==> config.mk <==
export PLATFORM = sky130hd
export DESIGN_NAME = leafRouter
export DESIGN_NICKNAME = d
export VERILOG_FILES = /design/src/design/starPkg.sv /design/src/design/leafRouter.sv /design/src/design/flitFifo.sv
export VERILOG_INCLUDE_DIRS = /design/src /design/src/include
export SDC_FILE = /design/constraint.sdc
export NUM_CORES = 1
export LEC_CHECK = 0
export ABC_CLOCK_PERIOD_IN_PS = 3600
export BUFFER_PORTS_ARGS = -buffer_cell sky130_fd_sc_hd__buf_2
export CORE_MARGIN = 1
export CORE_UTILIZATION = 30
export DETAILED_ROUTE_END_ITERATION = 12
export PLACE_DENSITY = 0.5
export SLEW_MARGIN = 20
export SYNTH_ARGS = -nofsm -noshare
export SYNTH_HDL_FRONTEND = slang
export SYNTH_SLANG_ARGS = --single-unit
==> constraint.sdc <==
create_clock -name clk -period 3.6 [get_ports clk]
set_clock_uncertainty 0.1 [all_clocks]
set_input_delay 0.72 -clock clk [delete_from_list [all_inputs] [get_ports clk]]
set_output_delay 0.72 -clock clk [all_outputs]
set_load 0.02 [all_outputs]
==> src/include/star_settings.svh <==
`ifndef STAR_SETTINGS_SVH
`define STAR_SETTINGS_SVH

// Leaf routers hanging off the hub
`define NUM_LEAVES 4

// Payload bits per flit
`define DATA_WIDTH 8

// Entries in every flit queue
`define FIFO_DEPTH 4

`endif
==> src/design/starPkg.sv <==
`include "star_settings.svh"

package starPkg;

  localparam int LEAF_ID_W = (`NUM_LEAVES > 1) ? $clog2(`NUM_LEAVES) : 1;

  typedef logic [LEAF_ID_W-1:0] leafIdT;
  typedef logic [`DATA_WIDTH-1:0] payloadT;

  // Single-flit packet, routed on dest
  typedef struct packed {
    leafIdT  dest;
    leafIdT  src;
    payloadT payload;
  } flitT;

endpackage

==> src/design/leafRouter.sv <==
`timescale 1ns/10ps
`include "star_settings.svh"

module leafRouter #(
  parameter int LEAF_ID = 0
) (
  input  logic             clk,
  input  logic             rstN,
  // Local client, inject side
  input  logic             injValid,
  input  starPkg::leafIdT  injDest,
  input  starPkg::payloadT injData,
  output logic             injReady,
  // Local client, eject side
  output logic             ejValid,
  output starPkg::leafIdT  ejSrc,
  output starPkg::payloadT ejData,
  input  logic             ejReady,
  // Link toward the hub
  output logic             upValid,
  output starPkg::flitT    upFlit,
  input  logic             upReady,
  // Link from the hub
  input  logic             downValid,
  input  starPkg::flitT    downFlit,
  output logic             downReady
);

  starPkg::flitT injFlit;
  starPkg::flitT ejFlit;

  ////////////////////////////////////////////////////////////////////////////
  // Inject path

  // Source id stamped here
  assign injFlit = '{dest: injDest, src: starPkg::leafIdT'(LEAF_ID), payload: injData};

  flitFifo #(.DEPTH(`FIFO_DEPTH)) injFifo (
    .clk      (clk),
    .rstN     (rstN),
    .pushValid(injValid),
    .pushFlit (injFlit),
    .pushReady(injReady),
    .popValid (upValid),
    .popFlit  (upFlit),
    .popReady (upReady)
  );

  ////////////////////////////////////////////////////////////////////////////
  // Eject path

  flitFifo #(.DEPTH(`FIFO_DEPTH)) ejFifo (
    .clk      (clk),
    .rstN     (rstN),
    .pushValid(downValid),
    .pushFlit (downFlit),
    .pushReady(downReady),
    .popValid (ejValid),
    .popFlit  (ejFlit),
    .popReady (ejReady)
  );

  assign ejSrc  = ejFlit.src;
  assign ejData = ejFlit.payload;

  assert property (@(posedge clk) disable iff (!rstN)
    (injValid && injReady) |-> (int'(injDest) < `NUM_LEAVES))
    else $error("leafRouter %0d: inject to missing leaf %0d", LEAF_ID, injDest);

  // Hub routing must land every flit at its own dest
  assert property (@(posedge clk) disable iff (!rstN)
    (downValid && downReady) |-> (downFlit.dest == starPkg::leafIdT'(LEAF_ID)))
    else $error("leafRouter %0d: misrouted flit for %0d", LEAF_ID, downFlit.dest);

endmodule

==> src/design/flitFifo.sv <==
`timescale 1ns/10ps
`include "star_settings.svh"

module flitFifo #(
  parameter int DEPTH = `FIFO_DEPTH
) (
  input  logic          clk,
  input  logic          rstN,
  input  logic          pushValid,
  input  starPkg::flitT pushFlit,
  output logic          pushReady,
  output logic          popValid,
  output starPkg::flitT popFlit,
  input  logic          popReady
);

  localparam int ADDR_W = (DEPTH > 1) ? $clog2(DEPTH) : 1;

  starPkg::flitT   mem [DEPTH];
  logic [ADDR_W:0] wrPtr;
  logic [ADDR_W:0] rdPtr;
  logic [ADDR_W:0] count;
  logic            full;
  logic            empty;

  // Step a pointer, flipping the wrap bit at the last entry
  function automatic logic [ADDR_W:0] nextPtr(input logic [ADDR_W:0] ptr);
    if (ptr[ADDR_W-1:0] == ADDR_W'(DEPTH - 1))
      return {~ptr[ADDR_W], {ADDR_W{1'b0}}};
    return ptr + 1'b1;
  endfunction

  assign empty     = (wrPtr == rdPtr);
  assign full      = (wrPtr[ADDR_W-1:0] == rdPtr[ADDR_W-1:0]) && (wrPtr[ADDR_W] != rdPtr[ADDR_W]);
  assign pushReady = !full;
  assign popValid  = !empty;
  assign popFlit   = mem[rdPtr[ADDR_W-1:0]];

  // Occupancy, used only by the checks below
  always_comb
  begin
    if (wrPtr[ADDR_W] == rdPtr[ADDR_W])
      count = wrPtr - rdPtr;
    else
      count = (ADDR_W+1)'(DEPTH) + {1'b0, wrPtr[ADDR_W-1:0]} - {1'b0, rdPtr[ADDR_W-1:0]};
  end

  always_ff @(posedge clk or negedge rstN)
  begin
    if (!rstN)
    begin
      wrPtr <= '0;
      rdPtr <= '0;
    end
    else
    begin
      if (pushValid && pushReady)
        wrPtr <= nextPtr(wrPtr);
      if (popValid && popReady)
        rdPtr <= nextPtr(rdPtr);
    end
  end

  always_ff @(posedge clk)
  begin
    if (pushValid && pushReady)
      mem[wrPtr[ADDR_W-1:0]] <= pushFlit;
  end

  // While full, the write side must not move on the next edge
  assert property (@(posedge clk) disable iff (!rstN) full |=> $stable(wrPtr))
    else $error("flitFifo: write while full");

  assert property (@(posedge clk) disable iff (!rstN) count <= (ADDR_W+1)'(DEPTH))
    else $error("flitFifo: occupancy %0d above depth", count);

endmodule

Yosys cells after proc, flatten, opt, wreduce, memory -nomap -nowiden
Memory sizes are Yosys's and may differ from the RTL's. Index checks and enable logic that the tools add are counted.

Input port bits: 28. Memories kept: 2. Register bits: 12. RAM bits: 88. Output and inout port bits: 26. Logic and storage cells: 54.

Memories: ejFifo.mem (words 4, bits a word 12, rd ports 1, clocked after Yosys merged registers in 0, write ports 1, line flitFifo.sv:19) `starPkg::flitT mem [DEPTH];`; injFifo.mem (words 4, bits a word 10, rd ports 1, clocked after Yosys merged registers in 0, write ports 1, line flitFifo.sv:19).

Eq/ne operators: 10. $add $sub $neg: 4. Reduce and logical (&&, ||, !) cells: 10. Muxes and demuxes: 20. Bitwise logic cells: 4.

Operator list (number): $mux 3 (8); $add 3x1->3 const B (4); $mux 1 (12); $eq 2x2->1 const B (4); $eq 3x3->1 (2); $logic_and 1x1->1 (6); $eq 2x2->1 (2); $logic_not 1->1 (4); $not 1->1 (4); $ne 1x1->1 (2).

Depth between registers and ports, before layout
Gate-level depths: netlist (run 1).

Word-level depth: 6. Mapped depth: 5. Depth with buffers taken out: 5.

Modules after synthesis
A second synthesis (run 1) with hierarchy kept.

Cells, all modules: 231. Area, all modules: 4511.8 um^2.

Modules (own cells, without submodules): flitFifo (injFifo) (area each 2264.7 um^2, cells an instance 115, seq. area each 1591.5 um^2, times used 1); flitFifo (ejFifo) (area each 2243.4 um^2, cells an instance 115, seq. area each 1591.5 um^2, times used 1); leafRouter (area each 3.8 um^2, cells an instance 1, seq. area each 0.0 um^2, times used 1).

Least setup slack after synthesis (run 1)
OpenSTA, ideal clock, no wires.

Kind: reg-to-output. From: register injFifo.rdPtr[0]. To: output upFlit[10] (netlist bit). Path slack: 1473 ps. Data required time: 2780 ps. Path buffers: 2. Arrival time: 1307 ps. Cell stages (with the launch flop): 4. Path through: dfrtp_1 buf_2 buf_4 mux4_2.

RTL lines: from (decl) (line flitFifo.sv:21) `logic [ADDR_W:0] rdPtr;`; from (signal assigned) (line flitFifo.sv:60) `rdPtr <= nextPtr(rdPtr);`; to (decl) (line leafRouter.sv:21) `output starPkg::flitT upFlit,`.

==> flow_summary.toml, run 1 <==
[route]
drtIter0Drc = 144
first_pass_iters = 4
drt-met1-wl_um = 3310
vias_per_cell = 4.41
drc = 0
via_count = 1963
top_layer = "met4"
wl_per_cell_um = 15.3
ant_nets = 0
met2WireLength_um = 3100
route.met3.wl_um = 268
wirelength_um = 6810

[synthesis]
synth_area_leaders = "edfxtp_1 (61%), mux4_2 (11%), dfrtp_1 (7.6%)"
synth_most_common_cell = "edfxtp_1"
synth_compound_area_frac = 0.0534
syn_area_um2 = 3940
yosys.area_share.simple = 0.0483
postSynthCellCount = 213
ys_types = 33
ys_seq_area_frac = 0.686
synthAdderAreaFrac = 0.0318
yosys-top-cells-count = "edfxtp_1 (80), mux4_2 (20), dfrtp_1 (12), ha_1 (10), and3_1 (8)"
ys_seq_elements = 92
synthArstFlopShare = 0.130
synthMuxAreaShare = 0.114
synth_edf_count = 80
avgSynthCellArea_um2 = 18.5
synth_top_area_cell = "edfxtp_1"
yosysWarningCount = 0
synth_top_family_by_area = "multiplexers"
synthXorXnorAreaFrac = 0.0426
yosysTopAreaCellShare = 0.610
ys.flop_type = "edfxtp_1"

[outcome]
outcome = "finished, final reports clean"

[place]
dp_cells = 428
io_buffers = 49
post-dp-hpwl_um = 4470
gp_congestion = 0.696

[sta]
finalMaxSlewViolations = 0
finalHoldViolCount = 0
period_share = 0.785
setup_viol_count_final = 0
fin_tns_setup_ps = 0
worst_pin_slew_ps = 826
fmax_mhz = 354
layout_min_cycle_time_ps = 2820
slew_headroom = 0.449
rsz0062_at_grt = "false"

[floorplanning]
die_h_um = 117
ioPinCount = 54
rows = 41
start_util = 0.310
core_region_area_um2 = 12700
dieArea_um2 = 13600
dieWidth_um = 117

[final_layout]
final_cells = 445
nNetsFinal = 305
fillers = 1267
drive_gt1_frac = 0.353
area_delta_synth_final_pct = 18.0

[clock_network]
cts.clk_slew.worst_paths_ps = 60
cts_buffer_depth = 2
htree_levels = 3
cts_tree = "done"
root_buffer = "clkbuf_16"
cts_buffers = 9
clk_latency_ps = 330
clock_sinks = 92
post_cts_buffers = 0
cts_resized = 0
postCtsHoldBufs = 0

[critical_path]
critPathSlowestCell = "dfrtp_1"
cpPeakStageDelay_ps = 870
path_class = "reg -> out"
arrival_ps = 2000
critPathBufInv = 1
cp-start-kind = "register"
crit_path_cell_trace = "mux4_2 -> buf_2"
crit_family = "flip-flops"
required_ps = 2780
rr_worst_depth = 3
critPathCaptureType = "output port"
path_depth = 2
critPathMaxFanout = 12

[flow_run]
drv_cap = 0

[power]
total_power_mw = 4.06
peakVddDrop_uv = 223
power_density_nw_per_um2 = 873
p_leak_nw = 1.68

[grt]
grt_max_degree = 17
grt_pass1_vias = 1959
grt_overflow_total = 0
grt_util_all_layers = 0.110
grt_pass1_wl_um = 10700
antenna_found_initial = 0

[worst_hold_path]
min_path_type = "in -> async"
[stage by stage]
step,hold slack (ps),setup slack [ps],util,instance area [um^2]
after detailed placement,452,1070,0.343,4360
after global placement,448,1080,0.343,4360
final,170,776,0.365,4650
after floorplan,324,1470,-,3940
after CTS,175,698,0.365,4650
after global routing,187,574,0.365,4650
[cells in the final DEF (no fill, tap or decap), types with 2 or more instances in the layout]
| cell | n |
|---|---|
| o311ai_0 | 2 |
| o221ai_1 | 2 |
| buf_2 | 49 |
| nand3_2 | 2 |
| clkbuf_16 | 9 |
| mux4_2 | 20 |
| o21ai_0 | 6 |
| nand2_1 | 5 |
| buf_4 | 3 |
| ha_1 | 10 |
| a21o_1 | 4 |
| a31oi_4 | 2 |
| a31oi_1 | 4 |
| nand2b_1 | 4 |
| nor2_1 | 4 |
| clkbuf_1 | 3 |
| edfxtp_1 | 80 |
| xnor2_1 | 2 |
| nand4_1 | 2 |
| dfrtp_1 | 12 |
| xor2_1 | 6 |
| conb_1 | 2 |
| nor3_1 | 3 |
| xor2_2 | 2 |
| and3_1 | 8 |
| inv_1 | 6 |
| nor3b_1 | 2 |
| o211ai_1 | 2 |
| xnor2_2 | 4 |
| a21oi_1 | 4 |
[flip-flops by register name (all words and copies together) (netlist names)]
register,cells
ejFifo.mem,40
injFifo.mem,40
ejFifo.rdPtr,3
ejFifo.wrPtr,3
injFifo.rdPtr,3
injFifo.wrPtr,3
[cell type report]
type / count / area (um^2) / share of cell area
Inverter: 6 / 22.5 / 0.00485
Sequential cell: 92 / 2700 / 0.581
Antenna cell: 1 / 2.50 / 0.000538
Timing Repair Buffer: 52 / 268 / 0.0576
Clock inverter: 4 / 50.0 / 0.0108
Clock buffer: 12 / 236 / 0.0509
Multi-Input combinational cell: 106 / 1150 / 0.248
Tap cell: 172 / 215 / 0.0463
[path summary, 6_finish.rpt]
kind                                                   start                           end  slack [ps]
worst min register to register  injFifo.rdPtr[2]$_DFFE_PN0P_  injFifo.rdPtr[2]$_DFFE_PN0P_         460
worst max-delay path            injFifo.rdPtr[0]$_DFFE_PN0P_                     upFlit[0]         780
max in group asynchronous                               rstN   ejFifo.wrPtr[1]$_DFFE_PN0P_        2990
min in group clk                injFifo.rdPtr[2]$_DFFE_PN0P_  injFifo.rdPtr[2]$_DFFE_PN0P_         460
worst max register to register   ejFifo.rdPtr[0]$_DFFE_PN0P_    ejFifo.mem[2][8]$_DFFE_PP_        1210
worst min-delay path                                    rstN  injFifo.rdPtr[1]$_DFFE_PN0P_         170
[cells by family (layout without fill, tap and decap cells)]
| logic type | after synthesis | after routing |
|---|---|---|
| flops | 92 | 92 |
| compound gates | 27 | 27 |
| buf+inv | 16 | 74 |
| xor+xnor | 14 | 14 |
| fa+ha+maj | 10 | 10 |
| other cells | 1 | 3 |
| simple gates | 33 | 33 |
| mux | 20 | 20 |
[layer usage]
layer,track usage,up-vias
met5,0,-
met4,0.0557,0
met3,0.0275,9
met2,0.163,35
met1,0.149,966
li1,-,953
[power breakdown]
group          total [mW]  switching [mW]  internal [mW]
clock network       0.911           0.373          0.538
registers            1.67           0.238           1.43
logic                1.48           0.844          0.634
total                4.06            1.46           2.60
(Power assumes the default switching activity.)
==> inputs of run 2 (changes only) <==
--- a/config.mk
+++ b/config.mk
@@ -6,7 +6,7 @@
 export SDC_FILE = /design/constraint.sdc
 export NUM_CORES = 1
 export LEC_CHECK = 0
-export ABC_CLOCK_PERIOD_IN_PS = 3600
+export ABC_CLOCK_PERIOD_IN_PS = 2700
 export BUFFER_PORTS_ARGS = -buffer_cell sky130_fd_sc_hd__buf_2
 export CORE_MARGIN = 1
 export CORE_UTILIZATION = 30
==> constraint.sdc (replaced) <==
create_clock -name clk -period 2.7 [get_ports clk]
set_clock_uncertainty 0.1 [all_clocks]
set_input_delay 0.54 -clock clk [delete_from_list [all_inputs] [get_ports clk]]
set_output_delay 0.54 -clock clk [all_outputs]
set_load 0.02 [all_outputs]
==> run 2 against run 1 <==
  * Count of clock-buffer cells in the layout fell by 2
  * Clock power grew 31%
  * Flip-flop and latch count is the same
  * Largest power group unchanged
==> flow_summary.toml, run 2 (synthesized netlist as in run 1, its figures left out) <==
[route]
wirelength_um = 7010
wl_per_cell_um = 15.5
ant_nets = 0
drtIter0Drc = 81
first_pass_iters = 3
via_count = 2018
vias_per_cell = 4.46
drc = 0

[critical_path]
critPathMaxFanout = 16
critPathCaptureType = "output port"
arrival_ps = 1870
required_ps = 2060
path_class = "reg -> out"
cp-start-kind = "register"

[sta]
worst_pin_slew_ps = 758
period_share = 0.930
fin_tns_setup_ps = 0
slew_headroom = 0.494
finalMaxSlewViolations = 0
fmax_mhz = 398
fin_hold_ws_ps = 326
layout_min_cycle_time_ps = 2510
rsz0062_at_grt = "false"
setup_viol_count_final = 0
finalHoldViolCount = 0

[grt]
grt_pass1_wl_um = 11000
grt_pass1_vias = 2095
grt_util_all_layers = 0.111
antenna_found_initial = 1
grt_max_degree = 17
grt_overflow_total = 0

[final_layout]
drive_gt1_frac = 0.371
area_delta_synth_final_pct = 19.9
nNetsFinal = 314
fin_area_um2 = 4720
layout_common_cells = "edfxtp_1 (80), buf_2 (49), mux4_2 (20), dfrtp_1 (12)"
layout_commonest_cell = "edfxtp_1"
antenna_cells = 0
utilization = 0.371

[outcome]
outcome = "finished, final reports clean"

[clock_network]
cts_buffers = 9
clock_sinks = 92
cts_resized = 0
cts_tree = "done"
clk_latency_ps = 330
htree_levels = 3
cts.clk_slew.worst_paths_ps = 60
postCtsHoldBufs = 1
cts_buffer_depth = 2
post_cts_buffers = 0
root_buffer = "clkbuf_16"

[floorplanning]
die_h_um = 117
dieWidth_um = 117
rows = 41
start_util = 0.310
ioPinCount = 54
dieArea_um2 = 13600
core_region_area_um2 = 12700

[place]
gp_congestion = 0.682
placed_area_um2 = 4430
post-dp-hpwl_um = 4710
io_buffers = 49

[worst_hold_path]
min_path_type = "in -> reg"

[power]
total_power_mw = 5.47
peakVddDrop_uv = 348
p_leak_nw = 1.73
power_density_nw_per_um2 = 1160

[flow_run]
drv_cap = 0
run 2: cell count changes in the layout (fill, tap and decap cells not counted), sizes merged:
| cell | before | now |
|---|---|---|
| buf | 52 | 60 |
| clkbuf | 12 | 10 |
| clkinv | 2 | 3 |
| diode | 1 | 0 |
| dlygate4sd3 | 0 | 1 |
run 2: area by class of cell:
cell class                      instances  area (um^2)
Inverter                                6         22.5
Tap cell                              172          215
Sequential cell                        92         2700
Timing Repair Buffer                   61          350
Multi-Input combinational cell        106         1150
Clock inverter                          5         53.8
Fill cell                            1250         8000
Clock buffer                           10          229
run 2: worst max-delay path: stages (launching register included):
cell     delay [ps]
dfrtp_1         660
xnor2_2         500
nand3_2         170
buf_2           200
run 2: path summary, 6_finish.rpt:
kind / from / endpoint / slack [ps] / cells past startpoint
hold / removal: injDest[1] / injFifo.mem[3][9]$_DFFE_PP_ / 330 / 1
min in group asynchronous: rstN / injFifo.wrPtr[1]$_DFFE_PN0P_ / 520 / 2
hold reg to reg: injFifo.wrPtr[2]$_DFFE_PN0P_ / injFifo.wrPtr[2]$_DFFE_PN0P_ / 450 / 1
setup / recovery: injFifo.rdPtr[1]$_DFFE_PN0P_ / injReady / 190 / 3
setup reg to reg: injFifo.rdPtr[1]$_DFFE_PN0P_ / injFifo.mem[2][1]$_DFFE_PP_ / 580 / 4
max in group asynchronous: rstN / injFifo.wrPtr[2]$_DFFE_PN0P_ / 1750 / 2
run 2: per-stage QoR:
stage / instances / worst slack (ps)
6_report: 452 / 190
5_1_grt: 452 / 0.388
4_1_cts: 452 / 122
3_5_place_dp: 436 / 489
3_3_place_gp: 436 / 492
2_1_floorplan: 214 / 753
run 2: metal layers:
metal	global-route usage	vias up	wire length [um]
li1	-	962	-
met1	0.147	1010	3310
met2	0.174	32	3330
met3	0.0228	12	209
met4	0.0582	2	139
met5	0	-	13
run 2: where the power goes:
part	total [mW]	internal, mW	switching (mW)
sequential	2.17	1.90	0.266
combinational	2.12	0.920	1.19
clock	1.19	0.707	0.479
total	5.47	3.53	1.94
==> inputs of run 3 (changes only) <==
--- a/config.mk
+++ b/config.mk
@@ -12,6 +12,7 @@
 export CORE_UTILIZATION = 30
 export DETAILED_ROUTE_END_ITERATION = 12
 export PLACE_DENSITY = 0.5
+export RECOVER_POWER = 100
 export SLEW_MARGIN = 20
 export SYNTH_ARGS = -nofsm -noshare
 export SYNTH_HDL_FRONTEND = slang
==> run 3 against run 2 <==
  * Die area unchanged
  * First-iteration DRC count up 4.9%
  * Sequential power about the same
  * Setup slack better by 7.2 ps
  * Sequential share of layout area up 1.3 points
  * Critical path type unchanged
  * Largest cell class unchanged
  * Highest routed layer is now met4
==> flow_summary.toml, run 3 (synthesized netlist as in run 1, its figures left out) <==
[outcome]
outcome = "finished, final reports clean"

[critical_path]
critPathMaxFanout = 10
rr_worst_depth = 4
arrival_ps = 1860
r2r-start = "ejFifo.rdPtr[1]$_DFFE_PN0P_"
cp-start-kind = "register"
crit_path_cell_trace = "clkbuf_4 -> mux4_2 -> clkbuf_2"
critPathBufInv = 2
crit_family = "multiplexers"
endpoint = "ejData[4]"
reg2reg_slack_ps = 310
critPathCaptureType = "output port"
critPathSlowestCell = "mux4_2"
required_ps = 2060
reg2reg_to = "ejFifo.mem[2][8]$_DFFE_PP_"
path_depth = 3
cpPeakStageDelay_ps = 550
path_class = "reg -> out"
crit_start = "ejFifo.rdPtr[0]$_DFFE_PN0P_"

[sta]
rsz0062_at_grt = "false"
setup_viol_count_final = 0
fmax_mhz = 400
finalHoldViolCount = 0
fin_hold_ws_ps = 370
worst_pin_slew_ps = 894
finalMaxSlewViolations = 0
fin_tns_setup_ps = 0
layout_min_cycle_time_ps = 2500
period_share = 0.927
slew_headroom = 0.402

[floorplanning]
core_region_area_um2 = 12700
start_util = 0.310
die_h_um = 117
dieWidth_um = 117
dieArea_um2 = 13600
ioPinCount = 54
rows = 41

[grt]
antenna_found_initial = 0
grt_overflow_total = 0
grt_pass1_wl_um = 11000
grt_pass1_vias = 2095
grt_util_all_layers = 0.111
grt_max_degree = 17

[final_layout]
drive_gt1_frac = 0.207
antenna_cells = 0
layout_commonest_cell = "edfxtp_1"
utilization = 0.363
layout_common_cells = "edfxtp_1 (80), clkbuf_1 (46), mux4_2 (20), dfrtp_1 (12), ha_1 (10)"
nNetsFinal = 314
fin_area_um2 = 4620
final_cells = 452
area_delta_synth_final_pct = 17.4

[clock_network]
cts_tree = "done"
cts.clk_slew.worst_paths_ps = 60
cts_buffers = 9
clock_sinks = 92
clk_latency_ps = 330
cts_buffer_depth = 2
root_buffer = "clkbuf_16"
htree_levels = 3

[power]
power_density_nw_per_um2 = 1160
intPower_mw = 3.44
p_sw_mw = 1.91
peakVddDrop_uv = 344
p_clk_frac = 0.222
pwr-share-seq = 0.407
p_leak_nw = 1.59
switching_share = 0.357
p_comb_frac = 0.371

[worst_hold_path]
hold_path_depth = 1
min_path_type = "in -> reg"

[place]
dp_cells = 436
post-dp-hpwl_um = 4710
io_buffers = 49
gp_congestion = 0.682
placed_area_um2 = 4430

[flow_run]
drv_cap = 0

[route]
first_pass_iters = 4
wirelength_um = 6980
via_count = 2021
drc = 0
wl_per_cell_um = 15.4
vias_per_cell = 4.47
ant_nets = 0
drtIter0Drc = 85
==> run 3: metrics by stage <==
| stage | setup WS, ps | power [mW] |
|---|---|---|
| floorplan | 753 | 3.71 |
| global placement | 492 | 4.35 |
| global route | 46.0 | 5.72 |
| detailed placement | 489 | 4.37 |
| CTS | 122 | 5.59 |
| finish | 197 | 5.35 |
==> run 3: final cells by class <==
type	instances	area [um^2]
Multi-Input combinational cell	106	1130
Clock buffer	10	229
Clock inverter	5	53.8
Sequential cell	92	2700
Fill cell	1275	8100
Tap cell	172	215
Timing Repair Buffer	61	272
Inverter	6	22.5
==> run 3: worst min-delay path by stage <==
stage / from / endpoint
2_1_floorplan: rstN / ejFifo.rdPtr[0]$_DFFE_PN0P_
3_3_place_gp: rstN / injFifo.wrPtr[1]$_DFFE_PN0P_
3_5_place_dp: rstN / injFifo.wrPtr[1]$_DFFE_PN0P_
4_1_cts: injDest[1] / injFifo.mem[3][9]$_DFFE_PP_
5_1_grt: injDest[0] / injFifo.mem[2][8]$_DFFE_PP_
6_report: injDest[1] / injFifo.mem[3][9]$_DFFE_PP_
==> run 3: repair_timing <==
| item | 4_1_cts | 5_1_grt |
|---|---|---|
| buffers inserted | 0 | 0 |
| endpoints found under the hold margin | 12 | 0 |
| hold buffers | 1 | 0 |
| resized for setup | 0 | 0 |
==> run 3: layer usage <==
layer / global-route usage / up-vias / part of all wire / wire length [um]
met5: 0 / - / 0 / 0
met4: 0.0582 / 0 / 0.020 / 139
met3: 0.0228 / 9 / 0.031 / 215
met2: 0.174 / 30 / 0.49 / 3390
met1: 0.147 / 1020 / 0.46 / 3240
li1: - / 962 / - / -
==> run 3: power groups by stage <==
| stage | clock (mW) | combinational [mW] | sequential (mW) |
|---|---|---|---|
| floorplan | 0 | 1.64 | 2.07 |
| global placement | 0 | 2.14 | 2.20 |
| detailed placement | 0 | 2.16 | 2.21 |
| CTS | 1.23 | 2.17 | 2.18 |
| global route | 1.28 | 2.22 | 2.22 |
| finish | 1.19 | 1.99 | 2.18 |
